--- config.mk ---
export PLATFORM = sky130hd
export DESIGN_NAME = cpuDmaTop
export DESIGN_NICKNAME = d
export VERILOG_FILES = /design/src/hw/cpuDmaPkg.sv /design/src/hw/cpuDmaRegs.sv /design/src/hw/dmaFifo.sv /design/src/hw/cpuSmTerms.sv /design/src/hw/cpuSm.sv /design/src/hw/cpuDmaTop.sv
export VERILOG_INCLUDE_DIRS = /design/src /design/src/hw
export SDC_FILE = /design/constraint.sdc
export NUM_CORES = 1
export LEC_CHECK = 0
export BUFFER_PORTS_ARGS = -buffer_cell sky130_fd_sc_hd__buf_2
export CAP_MARGIN = 25
export CELL_PAD_IN_SITES_DETAIL_PLACEMENT = 1
export CELL_PAD_IN_SITES_GLOBAL_PLACEMENT = 2
export CORE_MARGIN = 3
export CORE_UTILIZATION = 45
export CTS_BUF_LIST = sky130_fd_sc_hd__clkbuf_4 sky130_fd_sc_hd__clkbuf_8
export DETAILED_ROUTE_END_ITERATION = 12
export HOLD_SLACK_MARGIN = 0.12
export PLACE_DENSITY = 0.88
export RECOVER_POWER = 25
export SLEW_MARGIN = 20
export SYNTH_ARGS = -nofsm -noshare
export SYNTH_HDL_FRONTEND = slang
export SYNTH_SLANG_ARGS = --single-unit
--- constraint.sdc ---
create_clock -name CLK90 -period 13.67 [get_ports CLK90]
set_input_delay 0.6835 -clock CLK90 [delete_from_list [all_inputs] [get_ports CLK90]]
set_output_delay 0.6835 -clock CLK90 [all_outputs]
set_load 0.03 [all_outputs]
--- src/hw/cpuDma_settings.svh ---
// cpuDma settings: bus and FIFO widths, FIFO depth and the register map of the DMA master
`ifndef CPUDMA_SETTINGS_SVH
`define CPUDMA_SETTINGS_SVH

// bus word and FIFO entry
`define CPUDMA_DATA_W 32

// byte address on the memory bus
`define CPUDMA_ADDR_W 32

// FIFO sizing
`define CPUDMA_FIFO_DEPTH 8
`define CPUDMA_FIFO_LW 4 // holds 0..8

// register map, 1-bit register address
`define CPUDMA_REG_CTRL 1'b0
`define CPUDMA_REG_ADDR 1'b1

`endif

--- src/hw/cpuDmaPkg.sv ---
// cpuDmaPkg: shared types of the SCSI DMA bus master, its FIFO and its registers
`include "cpuDma_settings.svh"

package cpuDmaPkg;

  typedef logic [`CPUDMA_DATA_W-1:0]  busData_t;   // bus / FIFO word
  typedef logic [`CPUDMA_ADDR_W-1:0]  busAddr_t;   // byte address
  typedef logic [`CPUDMA_FIFO_LW-1:0] fifoLevel_t; // occupancy 0..depth
  typedef logic [0:0]                 regAddr_t;   // register select

  // control register, bit 0 is ena
  typedef struct packed {
    logic flush; // write out a partial FIFO
    logic dir;   // 1 = FIFO to memory
    logic ena;   // transfers allowed
  } dmaCtrl_t;

  typedef struct packed {
    logic almostFull; // one free slot left
    logic full;
    logic empty;
  } fifoStat_t;

  typedef enum logic [2:0] {
    sIdle    = 3'd0,
    sReqBus  = 3'd1,
    sWrLoad  = 3'd2,
    sWrWait  = 3'd3,
    sRdWait  = 3'd4,
    sRelease = 3'd5
  } smState_t;

  // transition terms, one bit per arc of the master FSM
  typedef struct packed {
    logic startWr;
    logic startRd;
    logic granted;
    logic abort;
    logic wrAck;
    logic wrMore;
    logic rdAck;
    logic rdMore;
    logic released;
  } cpuTerms_t;

endpackage

--- src/hw/cpuDmaRegs.sv ---
// cpuDmaRegs: control register and transfer address register of the DMA master
`timescale 1ns/1ps
`include "cpuDma_settings.svh"

module cpuDmaRegs (
  input  logic                 CLK90,
  input  logic                 RST_,
  input  logic                 regWr,
  input  cpuDmaPkg::regAddr_t  regAddr,
  input  cpuDmaPkg::busData_t  regWdata,
  input  logic                 addrInc,
  output cpuDmaPkg::dmaCtrl_t  ctrl,
  output cpuDmaPkg::busAddr_t  xferAddr
);

  logic wrCtrl;
  logic wrAddr;

  assign wrCtrl = regWr && (regAddr == `CPUDMA_REG_CTRL);
  assign wrAddr = regWr && (regAddr == `CPUDMA_REG_ADDR);

  // control fields from the low bits of the write data
  always_ff @(posedge CLK90 or negedge RST_) begin
    if (!RST_) begin
      ctrl <= '0; // disabled, memory to FIFO
    end else if (wrCtrl) begin
      ctrl <= cpuDmaPkg::dmaCtrl_t'(regWdata[2:0]);
    end
  end

  // transfer address, post-incremented per acknowledged word
  always_ff @(posedge CLK90 or negedge RST_) begin
    if (!RST_) begin
      xferAddr <= '0;
    end else if (wrAddr) begin
      xferAddr <= {regWdata[`CPUDMA_ADDR_W-1:2], 2'b00}; // force word alignment
    end else if (addrInc) begin
      xferAddr <= xferAddr + cpuDmaPkg::busAddr_t'(4); // next 32-bit word
    end
  end

endmodule

--- src/hw/dmaFifo.sv ---
// dmaFifo: word FIFO between the SCSI side and the bus master, first-word fall-through
`timescale 1ns/1ps
`include "cpuDma_settings.svh"

module dmaFifo (
  input  logic                   CLK90,
  input  logic                   RST_,
  input  logic                   scsiPush,
  input  cpuDmaPkg::busData_t    scsiWdata,
  input  logic                   smPush,
  input  cpuDmaPkg::busData_t    smWdata,
  input  logic                   scsiPop,
  input  logic                   smPop,
  output cpuDmaPkg::busData_t    fifoRdata,
  output cpuDmaPkg::fifoStat_t   fifoStat,
  output cpuDmaPkg::fifoLevel_t  level
);

  localparam int PtrW = $clog2(`CPUDMA_FIFO_DEPTH);

  cpuDmaPkg::busData_t   mem [`CPUDMA_FIFO_DEPTH];
  logic [PtrW-1:0]       wrPtr;
  logic [PtrW-1:0]       rdPtr;
  cpuDmaPkg::fifoLevel_t count;
  cpuDmaPkg::busData_t   pushData;
  logic                  doPush;
  logic                  doPop;

  // only one side pushes at a time, master wins if both
  assign pushData = smPush ? smWdata : scsiWdata;
  assign doPush   = (scsiPush || smPush) && !fifoStat.full;  // drop push when full
  assign doPop    = (scsiPop || smPop) && !fifoStat.empty;   // drop pop when empty

  always_ff @(posedge CLK90) begin
    if (doPush) begin
      mem[wrPtr] <= pushData;
    end
  end

  always_ff @(posedge CLK90 or negedge RST_) begin
    if (!RST_) begin
      wrPtr <= '0;
      rdPtr <= '0;
      count <= '0;
    end else begin
      if (doPush) wrPtr <= wrPtr + PtrW'(1); // wraps at depth
      if (doPop)  rdPtr <= rdPtr + PtrW'(1);
      case ({doPush, doPop})
        2'b10:   count <= count + cpuDmaPkg::fifoLevel_t'(1);
        2'b01:   count <= count - cpuDmaPkg::fifoLevel_t'(1);
        default: count <= count; // none, or push and pop together
      endcase
    end
  end

  assign fifoRdata           = mem[rdPtr]; // head word
  assign fifoStat.empty      = (count == '0);
  assign fifoStat.full       = (count == cpuDmaPkg::fifoLevel_t'(`CPUDMA_FIFO_DEPTH));
  assign fifoStat.almostFull = (count == cpuDmaPkg::fifoLevel_t'(`CPUDMA_FIFO_DEPTH - 1));
  assign level               = count;

endmodule

--- src/hw/cpuSmTerms.sv ---
// cpuSmTerms: registers dsack and decodes state and inputs into the master's transition terms
`timescale 1ns/1ps

module cpuSmTerms (
  input  logic                  CLK90,
  input  logic                  RST_,
  input  cpuDmaPkg::smState_t   state,
  input  cpuDmaPkg::dmaCtrl_t   ctrl,
  input  cpuDmaPkg::fifoStat_t  fifoStat,
  input  logic                  busGrant,
  input  logic                  dsack,
  output cpuDmaPkg::cpuTerms_t  terms
);

  logic dsackS;
  logic inIdle;
  logic inReqBus;
  logic inWrWait;
  logic inRdWait;
  logic inRelease;
  logic wrReady;

  // acknowledge seen one cycle late
  always_ff @(posedge CLK90 or negedge RST_) begin
    if (!RST_) begin
      dsackS <= 1'b0;
    end else begin
      dsackS <= dsack;
    end
  end

  // state matches
  assign inIdle    = (state == cpuDmaPkg::sIdle);
  assign inReqBus  = (state == cpuDmaPkg::sReqBus);
  assign inWrWait  = (state == cpuDmaPkg::sWrWait);
  assign inRdWait  = (state == cpuDmaPkg::sRdWait);
  assign inRelease = (state == cpuDmaPkg::sRelease);

  // full FIFO, or a flush of whatever is left
  assign wrReady = fifoStat.full || (ctrl.flush && !fifoStat.empty);

  always_comb begin
    terms          = '0;
    // burst starts
    terms.startWr  = inIdle && ctrl.ena && ctrl.dir && wrReady;
    terms.startRd  = inIdle && ctrl.ena && !ctrl.dir && fifoStat.empty;

    // arbitration
    terms.granted  = inReqBus && busGrant;
    terms.abort    = inReqBus && !ctrl.ena; // ena dropped before grant

    // write words
    terms.wrAck    = inWrWait && dsackS;
    terms.wrMore   = inWrWait && dsackS && !fifoStat.empty;

    // read words, almostFull means this push fills it
    terms.rdAck    = inRdWait && dsackS;
    terms.rdMore   = inRdWait && dsackS && !fifoStat.almostFull;

    terms.released = inRelease;
  end

endmodule

--- src/hw/cpuSm.sv ---
// cpuSm: bus master FSM, drives the memory bus controls and the FIFO strobes
`timescale 1ns/1ps

module cpuSm (
  input  logic                  CLK90,
  input  logic                  RST_,
  input  cpuDmaPkg::cpuTerms_t  terms,
  input  cpuDmaPkg::dmaCtrl_t   ctrl,
  input  cpuDmaPkg::busAddr_t   xferAddr,
  input  cpuDmaPkg::busData_t   fifoRdata,
  input  cpuDmaPkg::busData_t   rdata,
  output cpuDmaPkg::smState_t   state,
  output logic                  busReq,
  output logic                  as,
  output logic                  rw,
  output cpuDmaPkg::busAddr_t   addr,
  output cpuDmaPkg::busData_t   wdata,
  output logic                  smPush,
  output cpuDmaPkg::busData_t   smWdata,
  output logic                  smPop,
  output logic                  addrInc,
  output logic                  xferDone
);

  cpuDmaPkg::smState_t nextState;
  logic                dirR;       // 1 = write burst in progress
  cpuDmaPkg::busData_t wdataR;

  // next state, first matching term wins
  always_comb begin
    nextState = state;
    priority case (1'b1)
      terms.startWr,
      terms.startRd:  nextState = cpuDmaPkg::sReqBus;
      terms.abort:    nextState = cpuDmaPkg::sIdle;    // no bus cycle
      terms.granted:  nextState = dirR ? cpuDmaPkg::sWrLoad : cpuDmaPkg::sRdWait;
      terms.wrMore:   nextState = cpuDmaPkg::sWrLoad;
      terms.wrAck:    nextState = cpuDmaPkg::sRelease; // FIFO drained
      terms.rdMore:   nextState = cpuDmaPkg::sReqBus;  // as gap before next read
      terms.rdAck:    nextState = cpuDmaPkg::sRelease; // FIFO now full
      terms.released: nextState = cpuDmaPkg::sIdle;
      default: begin
        if (state == cpuDmaPkg::sWrLoad) begin
          nextState = cpuDmaPkg::sWrWait; // load always takes one cycle
        end
      end
    endcase
  end

  always_ff @(posedge CLK90 or negedge RST_) begin
    if (!RST_) begin
      state <= cpuDmaPkg::sIdle;
      dirR  <= 1'b0;
    end else begin
      state <= nextState;
      // latch direction only when a burst starts
      if (terms.startWr || terms.startRd) begin
        dirR <= ctrl.dir;
      end
    end
  end

  // write word taken from the FIFO head
  always_ff @(posedge CLK90) begin
    if (state == cpuDmaPkg::sWrLoad) begin
      wdataR <= fifoRdata;
    end
  end

  // bus controls from registered state
  assign busReq = (state == cpuDmaPkg::sReqBus) || (state == cpuDmaPkg::sWrLoad) ||
                  (state == cpuDmaPkg::sWrWait) || (state == cpuDmaPkg::sRdWait);
  assign as     = (state == cpuDmaPkg::sWrWait) || (state == cpuDmaPkg::sRdWait);
  assign rw     = busReq && !dirR; // fixed for the whole burst
  assign addr   = xferAddr;        // advances only after as drops
  assign wdata  = wdataR;

  // FIFO side
  assign smPop   = (state == cpuDmaPkg::sWrLoad);
  assign smPush  = terms.rdAck;    // dsack still held here
  assign smWdata = rdata;

  assign addrInc  = terms.wrAck || terms.rdAck; // one per word
  assign xferDone = (state == cpuDmaPkg::sRelease);

endmodule

--- src/hw/cpuDmaTop.sv ---
// cpuDmaTop: SCSI DMA bus master with registers, word FIFO and the 68030-style bus FSM
`timescale 1ns/1ps

module cpuDmaTop (
  input  logic                 CLK90,
  input  logic                 RST_,
  // register port
  input  logic                 regWr,
  input  cpuDmaPkg::regAddr_t  regAddr,
  input  cpuDmaPkg::busData_t  regWdata,
  // SCSI side of the FIFO
  input  logic                 scsiPush,
  input  cpuDmaPkg::busData_t  scsiWdata,
  input  logic                 scsiPop,
  output cpuDmaPkg::busData_t  fifoRdata,
  output logic                 fifoEmpty,
  output logic                 fifoFull,
  // memory bus
  input  logic                 busGrant,
  input  logic                 dsack,
  input  cpuDmaPkg::busData_t  rdata,
  output logic                 busReq,
  output logic                 as,
  output logic                 rw,
  output cpuDmaPkg::busAddr_t  addr,
  output cpuDmaPkg::busData_t  wdata,
  output logic                 xferDone
);

  cpuDmaPkg::dmaCtrl_t  ctrl;
  cpuDmaPkg::busAddr_t  xferAddr;
  cpuDmaPkg::fifoStat_t fifoStat;
  cpuDmaPkg::smState_t  state;
  cpuDmaPkg::cpuTerms_t terms;
  cpuDmaPkg::busData_t  smWdata;
  logic                 smPush;
  logic                 smPop;
  logic                 addrInc;

  assign fifoEmpty = fifoStat.empty;
  assign fifoFull  = fifoStat.full;

  cpuDmaRegs i_regs (
    .CLK90, .RST_, .regWr, .regAddr, .regWdata, .addrInc, .ctrl, .xferAddr
  );

  // level is not needed by the master
  dmaFifo i_fifo (
    .CLK90, .RST_, .scsiPush, .scsiWdata, .smPush, .smWdata, .scsiPop, .smPop,
    .fifoRdata, .fifoStat, .level()
  );

  cpuSmTerms i_terms (
    .CLK90, .RST_, .state, .ctrl, .fifoStat, .busGrant, .dsack, .terms
  );

  cpuSm i_sm (
    .CLK90, .RST_, .terms, .ctrl, .xferAddr, .fifoRdata, .rdata, .state,
    .busReq, .as, .rw, .addr, .wdata, .smPush, .smWdata, .smPop, .addrInc, .xferDone
  );

endmodule

Word-level counts from Yosys, hierarchy flattened
Memory sizes are Yosys's and may differ from the RTL's.
Index checks and enable logic that the tools add are counted.
{"block": "word_totals", "output_inout_bits": 102, "in_bits": 104, "n_memories": 1, "mem_bits_rw": 256, "reg_bits": 82}
{"block": "classes", "bitwise_logic": 1, "n_reduce_logical": 38, "eq_ne": 9, "muxes": 16, "addsub": 5}
{"name": "i_fifo.mem", "words": 8, "word_bits": 32, "read_ports": 1, "rd_ports_with_merged_regs": 0, "write_ports": 1, "line_no": "dmaFifo.sv:21", "source": "cpuDmaPkg::busData_t mem [`CPUDMA_FIFO_DEPTH];"}
{"op": "32-bit 2-to-1 mux", "count": 3}
{"op": "32-bit by 3-bit adder with 32-bit output (second input constant)", "count": 1}
{"op": "3-bit 2-to-1 mux", "count": 10}
{"op": "1-bit logical AND", "count": 17}
{"op": "1-bit logical OR", "count": 9}
{"op": "9-bit nonzero test", "count": 1}
{"op": "4-bit case mux with 2 select lines", "count": 1}
{"op": "3-bit by 1-bit adder with 3-bit output (second input constant)", "count": 2}
{"op": "3-bit by 2-bit equality test with 1-bit output (second input constant)", "count": 2}
{"op": "3-bit equality test (second input constant)", "count": 2}
{"op": "1-bit zero test", "count": 6}
{"op": "4-bit by 1-bit adder with 4-bit output (second input constant)", "count": 1}
{"op": "4-bit by 3-bit equality test with 1-bit output (second input constant)", "count": 1}
{"op": "4-bit equality test (second input constant)", "count": 1}
{"op": "4-bit zero test", "count": 1}
{"op": "2-bit nonzero test", "count": 2}
{"op": "4-bit by 1-bit subtractor with 4-bit output (second input constant)", "count": 1}
{"op": "3-bit by 1-bit equality test with 1-bit output (second input constant)", "count": 1}
{"op": "3-bit zero test", "count": 1}
{"op": "2-bit by 1-bit equality test with 1-bit output (second input constant)", "count": 1}
{"op": "2-bit equality test (second input constant)", "count": 1}
{"op": "1-bit 2-to-1 mux", "count": 2}
{"op": "2-bit OR reduction", "count": 1}
{"op": "1-bit inverter", "count": 1}

Depth between registers and ports, before layout
{"block": "depth", "ltp_word": 10, "ltp_mapped": 11}

Hierarchy
A second synthesis with hierarchy kept.
{"block": "hier_totals", "cells_unflattened": 825, "hier_area_um2": 14518.9}
{"module": "dmaFifo", "cells_per_inst": 476, "seq_area_each_um2": 7937.6, "area_each_um2": 10796.6, "n_inst": 1}
{"module": "cpuDmaRegs", "cells_per_inst": 208, "seq_area_each_um2": 825.8, "area_each_um2": 1853.0, "n_inst": 1}
{"module": "cpuSm", "cells_per_inst": 128, "seq_area_each_um2": 1061.0, "area_each_um2": 1729.2, "n_inst": 1}
{"module": "cpuSmTerms", "cells_per_inst": 13, "seq_area_each_um2": 25.0, "area_each_um2": 140.1, "n_inst": 1}

Worst setup path after synthesis
No wires, ideal clock.
{"block": "synth_path", "path_type": "reg2reg", "from": "register i_sm.state[2]", "to": "register i_fifo.count[2], in the netlist i_fifo.level[2]", "synth_period_minus_slack_ns": 4.563, "t_arrival_ns": 4.431, "path_stages_with_launch": 11, "setup_ns": 0.132, "setup_slack_ns": 9.107, "path_cell_list": "dfrtp_1 -> buf_1 -> nor3b_1 -> o21ba_2 -> ha_1 -> xor2_1 -> ha_1 -> a21oi_1 -> xor2_1 -> nor2_1 -> xor2_1"}
{"block": "synth_between", "elab_cells_between_ends": 11, "classes_between": "eq/ne: 4; mux: 1; reduce/logical: 6"}
{"item": "from (decl)", "line_no": "cpuSm.sv:12", "source": "output cpuDmaPkg::smState_t state,"}
{"item": "from (signal assigned)", "line_no": "cpuSm.sv:52", "source": "state <= cpuDmaPkg::sIdle;"}
{"item": "from (signal assigned)", "line_no": "cpuSm.sv:55", "source": "state <= nextState;"}
{"item": "3-bit by 2-bit equality test with 1-bit output (*)", "line_no": "cpuSm.sv:79", "source": "assign smPop = (state == cpuDmaPkg::sWrLoad);"}
{"item": "1-bit logical OR (*)", "line_no": "dmaFifo.sv:32", "source": "assign doPop = (scsiPop || smPop) && !fifoStat.empty;"}
{"item": "1-bit logical AND (*)", "line_no": "dmaFifo.sv:32"}
{"item": "net i_fifo.doPop", "line_no": "dmaFifo.sv:27", "source": "logic doPop;"}
{"item": "2-bit by 1-bit equality test with 1-bit output / 2-bit equality test (equally long branches)", "line_no": "dmaFifo.sv:48", "source": "case ({doPush, doPop})"}
{"item": "4-bit case mux with 2 select lines / 2-bit nonzero test (equally long branches)"}
{"item": "to (signal assigned)", "line_no": "dmaFifo.sv:49", "source": "2'b10: count <= count + cpuDmaPkg::fifoLevel_t'(1);"}
{"item": "to (signal assigned)", "line_no": "dmaFifo.sv:50", "source": "2'b01: count <= count - cpuDmaPkg::fifoLevel_t'(1);"}
{"item": "to (signal assigned)", "line_no": "dmaFifo.sv:51", "source": "default: count <= count;"}
{"item": "to (decl)", "line_no": "dmaFifo.sv:24", "source": "cpuDmaPkg::fifoLevel_t count;"}
The timed path passes the listed nets; every way through them passes the cells marked *.
A chain may end at the register's enable or synchronous reset.

Final worst setup path
{"block": "layout_path", "from": "register i_fifo.rdPtr[0]", "to": "output fifoRdata[19]"}
{"block": "layout_between", "elab_chain_len": 1}
{"item": "from (decl)", "line_no": "dmaFifo.sv:23", "source": "logic [PtrW-1:0] rdPtr;"}
{"item": "from (signal assigned)", "line_no": "dmaFifo.sv:47", "source": "if (doPop) rdPtr <= rdPtr + PtrW'(1);"}
{"item": "memory 8 x 32 bit"}
{"item": "to (decl)", "line_no": "cpuDmaTop.sv:15", "source": "output cpuDmaPkg::busData_t fifoRdata,"}
Every way passes these cells.

==> summary.txt <==
Reg-to-Reg End: i_fifo.level[2]
Hold-fix buffers, CTS: 0
RSZ-0062 raised after global routing: no
root buffer cell: clkbuf_8
final-report hold violation count: 0
switching fraction of total power: 0.367
Max clock buf depth: 3
crit-path cells: buf_4 > mux4_2 > mux2_2 > buf_2
crit end category: primary output
Clock Sinks: 336
CP startpoint: i_fifo.rdPtr[0]
I/O pins: 206
P_leak: 0.00580 µW
Slew Limit Headroom: -0.890
final setup vio count: 0
Startpoint Class: register
CTS tree: yes
Die Ht: 182 µm
FMAX: 218 MHz
PD cells: 219 nW/µm²
RD Place Congestion: 0.760
setup TNS: 0 ps
post-synth cell types: 67
Final Routed Wirelength: 33800 µm
post-synth top area share: 0.618
# DRC: 0
Post-CTS Setup Repair Bufs: 0
gr usage total: 0.205
reg-to-reg startpoint: i_sm.state[1]
sequential share of power: 0.425
clock latency on the worst-skew pair: 580 ps
commonest cells after routing, fill and taps aside: 288 x edfxtp_1, 144 x buf_2, 129 x nand2_1
clock share of power: 0.233
Post-synth EDFFs: 288
Post-Syn Instances: 846
first-pass GRT wire length: 53100 µm
Core Region: 30200 µm²
post-synthesis sequential area ratio: 0.703
sw power: 1330 µW
failing checks: capacitance limit, slew limit
Worst VDD drop: 0.0000877 V
HPWL after DPL: 21600 µm
Post-Syn Area: 14000 µm²
largest area contributor in the netlist: edfxtp_1
Area Growth Syn to Fin: 17.6%
run status: finished with violations
CTS H-tree lvls: 2
slowest stage delay, CP: 1330 ps
Clock Skew: 21.0 ps
Levels on crit path: 4
Worst Path Arrival: 3910 ps
Crit-path slowest cell: dfrtp_1
fin area: 16500 µm²
# Max-Cap Violations: 3
initial antenna violation count: 4
CTS buffer count: 53
Vias/cell: 5.54
crit path to: fifoRdata[19]
Reg2Reg Setup Slack: 9360 ps
Hold Path Depth: 1
Seq cells post-synth: 336
clock slew at reported path FFs: 60 ps
fin crit share: 0.336
Period minus WS final: 4590 ps
vias: 8360
Post-synth top flop: edfxtp_1
First-pass DRT Iterations: 5
largest net degree at the start of global routing: 55
initial core utilization: 0.464
internal power: 2290 µW
Comb power frac: 0.342
crit-path leading delay family: flip-flops
worst-margin pin slew: 2840 ps
Port Buffer Count: 203
Die X-Extent: 182 µm
Bufs and invs on worst path: 2
asr flop ratio synth: 0.143
die area: 33300 µm²
overflow left after global routing: 0
Slew Limit Fails: 117
Placed Area: 15500 µm²
syn_area_per_cell: 16.6 µm²
number of global-route vias before repair: 9159
Hold/Removal Path Class: primary input to register
most common cell after layout, fill and taps aside: edfxtp_1
main area contributors after synthesis: edfxtp_1 62%, mux4_2 10%, dfrtp_1 8.6%
CP required: 12990 ps
Site Rows: 63
# resized after CTS: 0
CP max FO: 44
post-route antenna net violation count: 0
layout cells sized above 1: 0.322
synth warn: 0
worst r2r path cells: 10
per-cell routed wire length: 22.4 µm
Detailed Route Iter0 Violations: 560
Final #Nets: 1183
Setup CP Type: register to primary output
-- cells in the mapped netlist (6+ instances only) --
| cell | count |
|---|---|
| edfxtp_1 | 288 |
| nand2_1 | 129 |
| mux4_2 | 64 |
| dfrtp_1 | 48 |
| mux2_2 | 38 |
| nor2_1 | 32 |
| clkbuf_1 | 24 |
| a31oi_1 | 20 |
| o21ai_0 | 18 |
| o31ai_1 | 13 |
| or4_1 | 13 |
| nand4_1 | 11 |
| nand2b_1 | 10 |
| xnor2_1 | 10 |
| nand3_1 | 9 |
| buf_2 | 8 |
| xor2_1 | 8 |
| a21oi_1 | 6 |
| buf_1 | 6 |
| ha_1 | 6 |
| inv_1 | 6 |
-- layer usage --
layer | routed length, µm | vias up | GRT usage
met4 | 483 | 4 | 0.0424
met5 | 27 | - | 0
met1 | 13800 | 4240 | 0.274
met2 | 17200 | 296 | 0.350
li1 | - | 3772 | -
met3 | 2300 | 48 | 0.0441
-- flip-flops by register name, indices dropped and copies added (netlist names) --
register / cells
i_fifo.level: 4
i_fifo.mem: 256
i_fifo.rdPtr: 3
i_fifo.wrPtr: 3
i_regs.ctrl: 3
i_regs.xferAddr: 30
i_sm.dirR: 1
i_sm.state: 3
i_sm.wdata: 32
i_terms.dsackS: 1
-- per-stage QoR --
| stage | instances | setup slack [ps] | total power [µW] | hold slack [ps] | utilization |
|---|---|---|---|---|---|
| after floorplan | 847 | 9110 | 2420 | 388 | - |
| after global placement | 1405 | 10330 | 2770 | 520 | 0.512 |
| after detailed placement | 1408 | 10280 | 2830 | 523 | 0.514 |
| after CTS | 1506 | 9650 | 3680 | 196 | 0.549 |
| after global routing | 1508 | 8670 | 3810 | 200 | 0.546 |
| final | 1508 | 9080 | 3610 | 229 | 0.546 |
-- worst min path at each step --
stage / start / endpoint
after floorplan: RST_ / i_fifo.level[0]
after global placement: i_fifo.wrPtr[0] / i_fifo.wrPtr[0]
after detailed placement: i_regs.ctrl[2] / i_regs.ctrl[2]
after CTS: dsack / i_terms.dsackS
after global routing: dsack / i_terms.dsackS
final: dsack / i_terms.dsackS
-- power by group through the flow --
stage	combinational, µW	sequential, µW	clock [µW]
after global routing	1330	1560	915
after CTS	1280	1540	867
final	1240	1530	842
after detailed placement	1270	1560	0
after floorplan	869	1550	0
after global placement	1230	1540	0
-- cells by family (layout without fill, tap and decap cells) --
group                    after synthesis  after routing  synth area share
adder cells (fa/ha/maj)                6              6           0.00536
AND/OR/NAND/NOR                      247            247            0.0866
flip-flops                           336            336             0.703
buffers and inverters                 53            322            0.0180
multiplexers                         103            103             0.134
other                                  1              4          0.000268
AO/OA/AOI/OAI                         82             82            0.0410
XOR/XNOR                              18             18            0.0113
-- final cells by class --
class,instances,area (µm²)
Antenna cell,2,5.00
Clock buffer,59,774
Clock inverter,39,273
Fill cell,2960,13700
Inverter,6,22.5
Multi-Input combinational cell,458,3960
Sequential cell,336,9850
Tap cell,390,488
Timing Repair Buffer,218,1100
No activity file was read; power rests on OpenSTA's default activity.
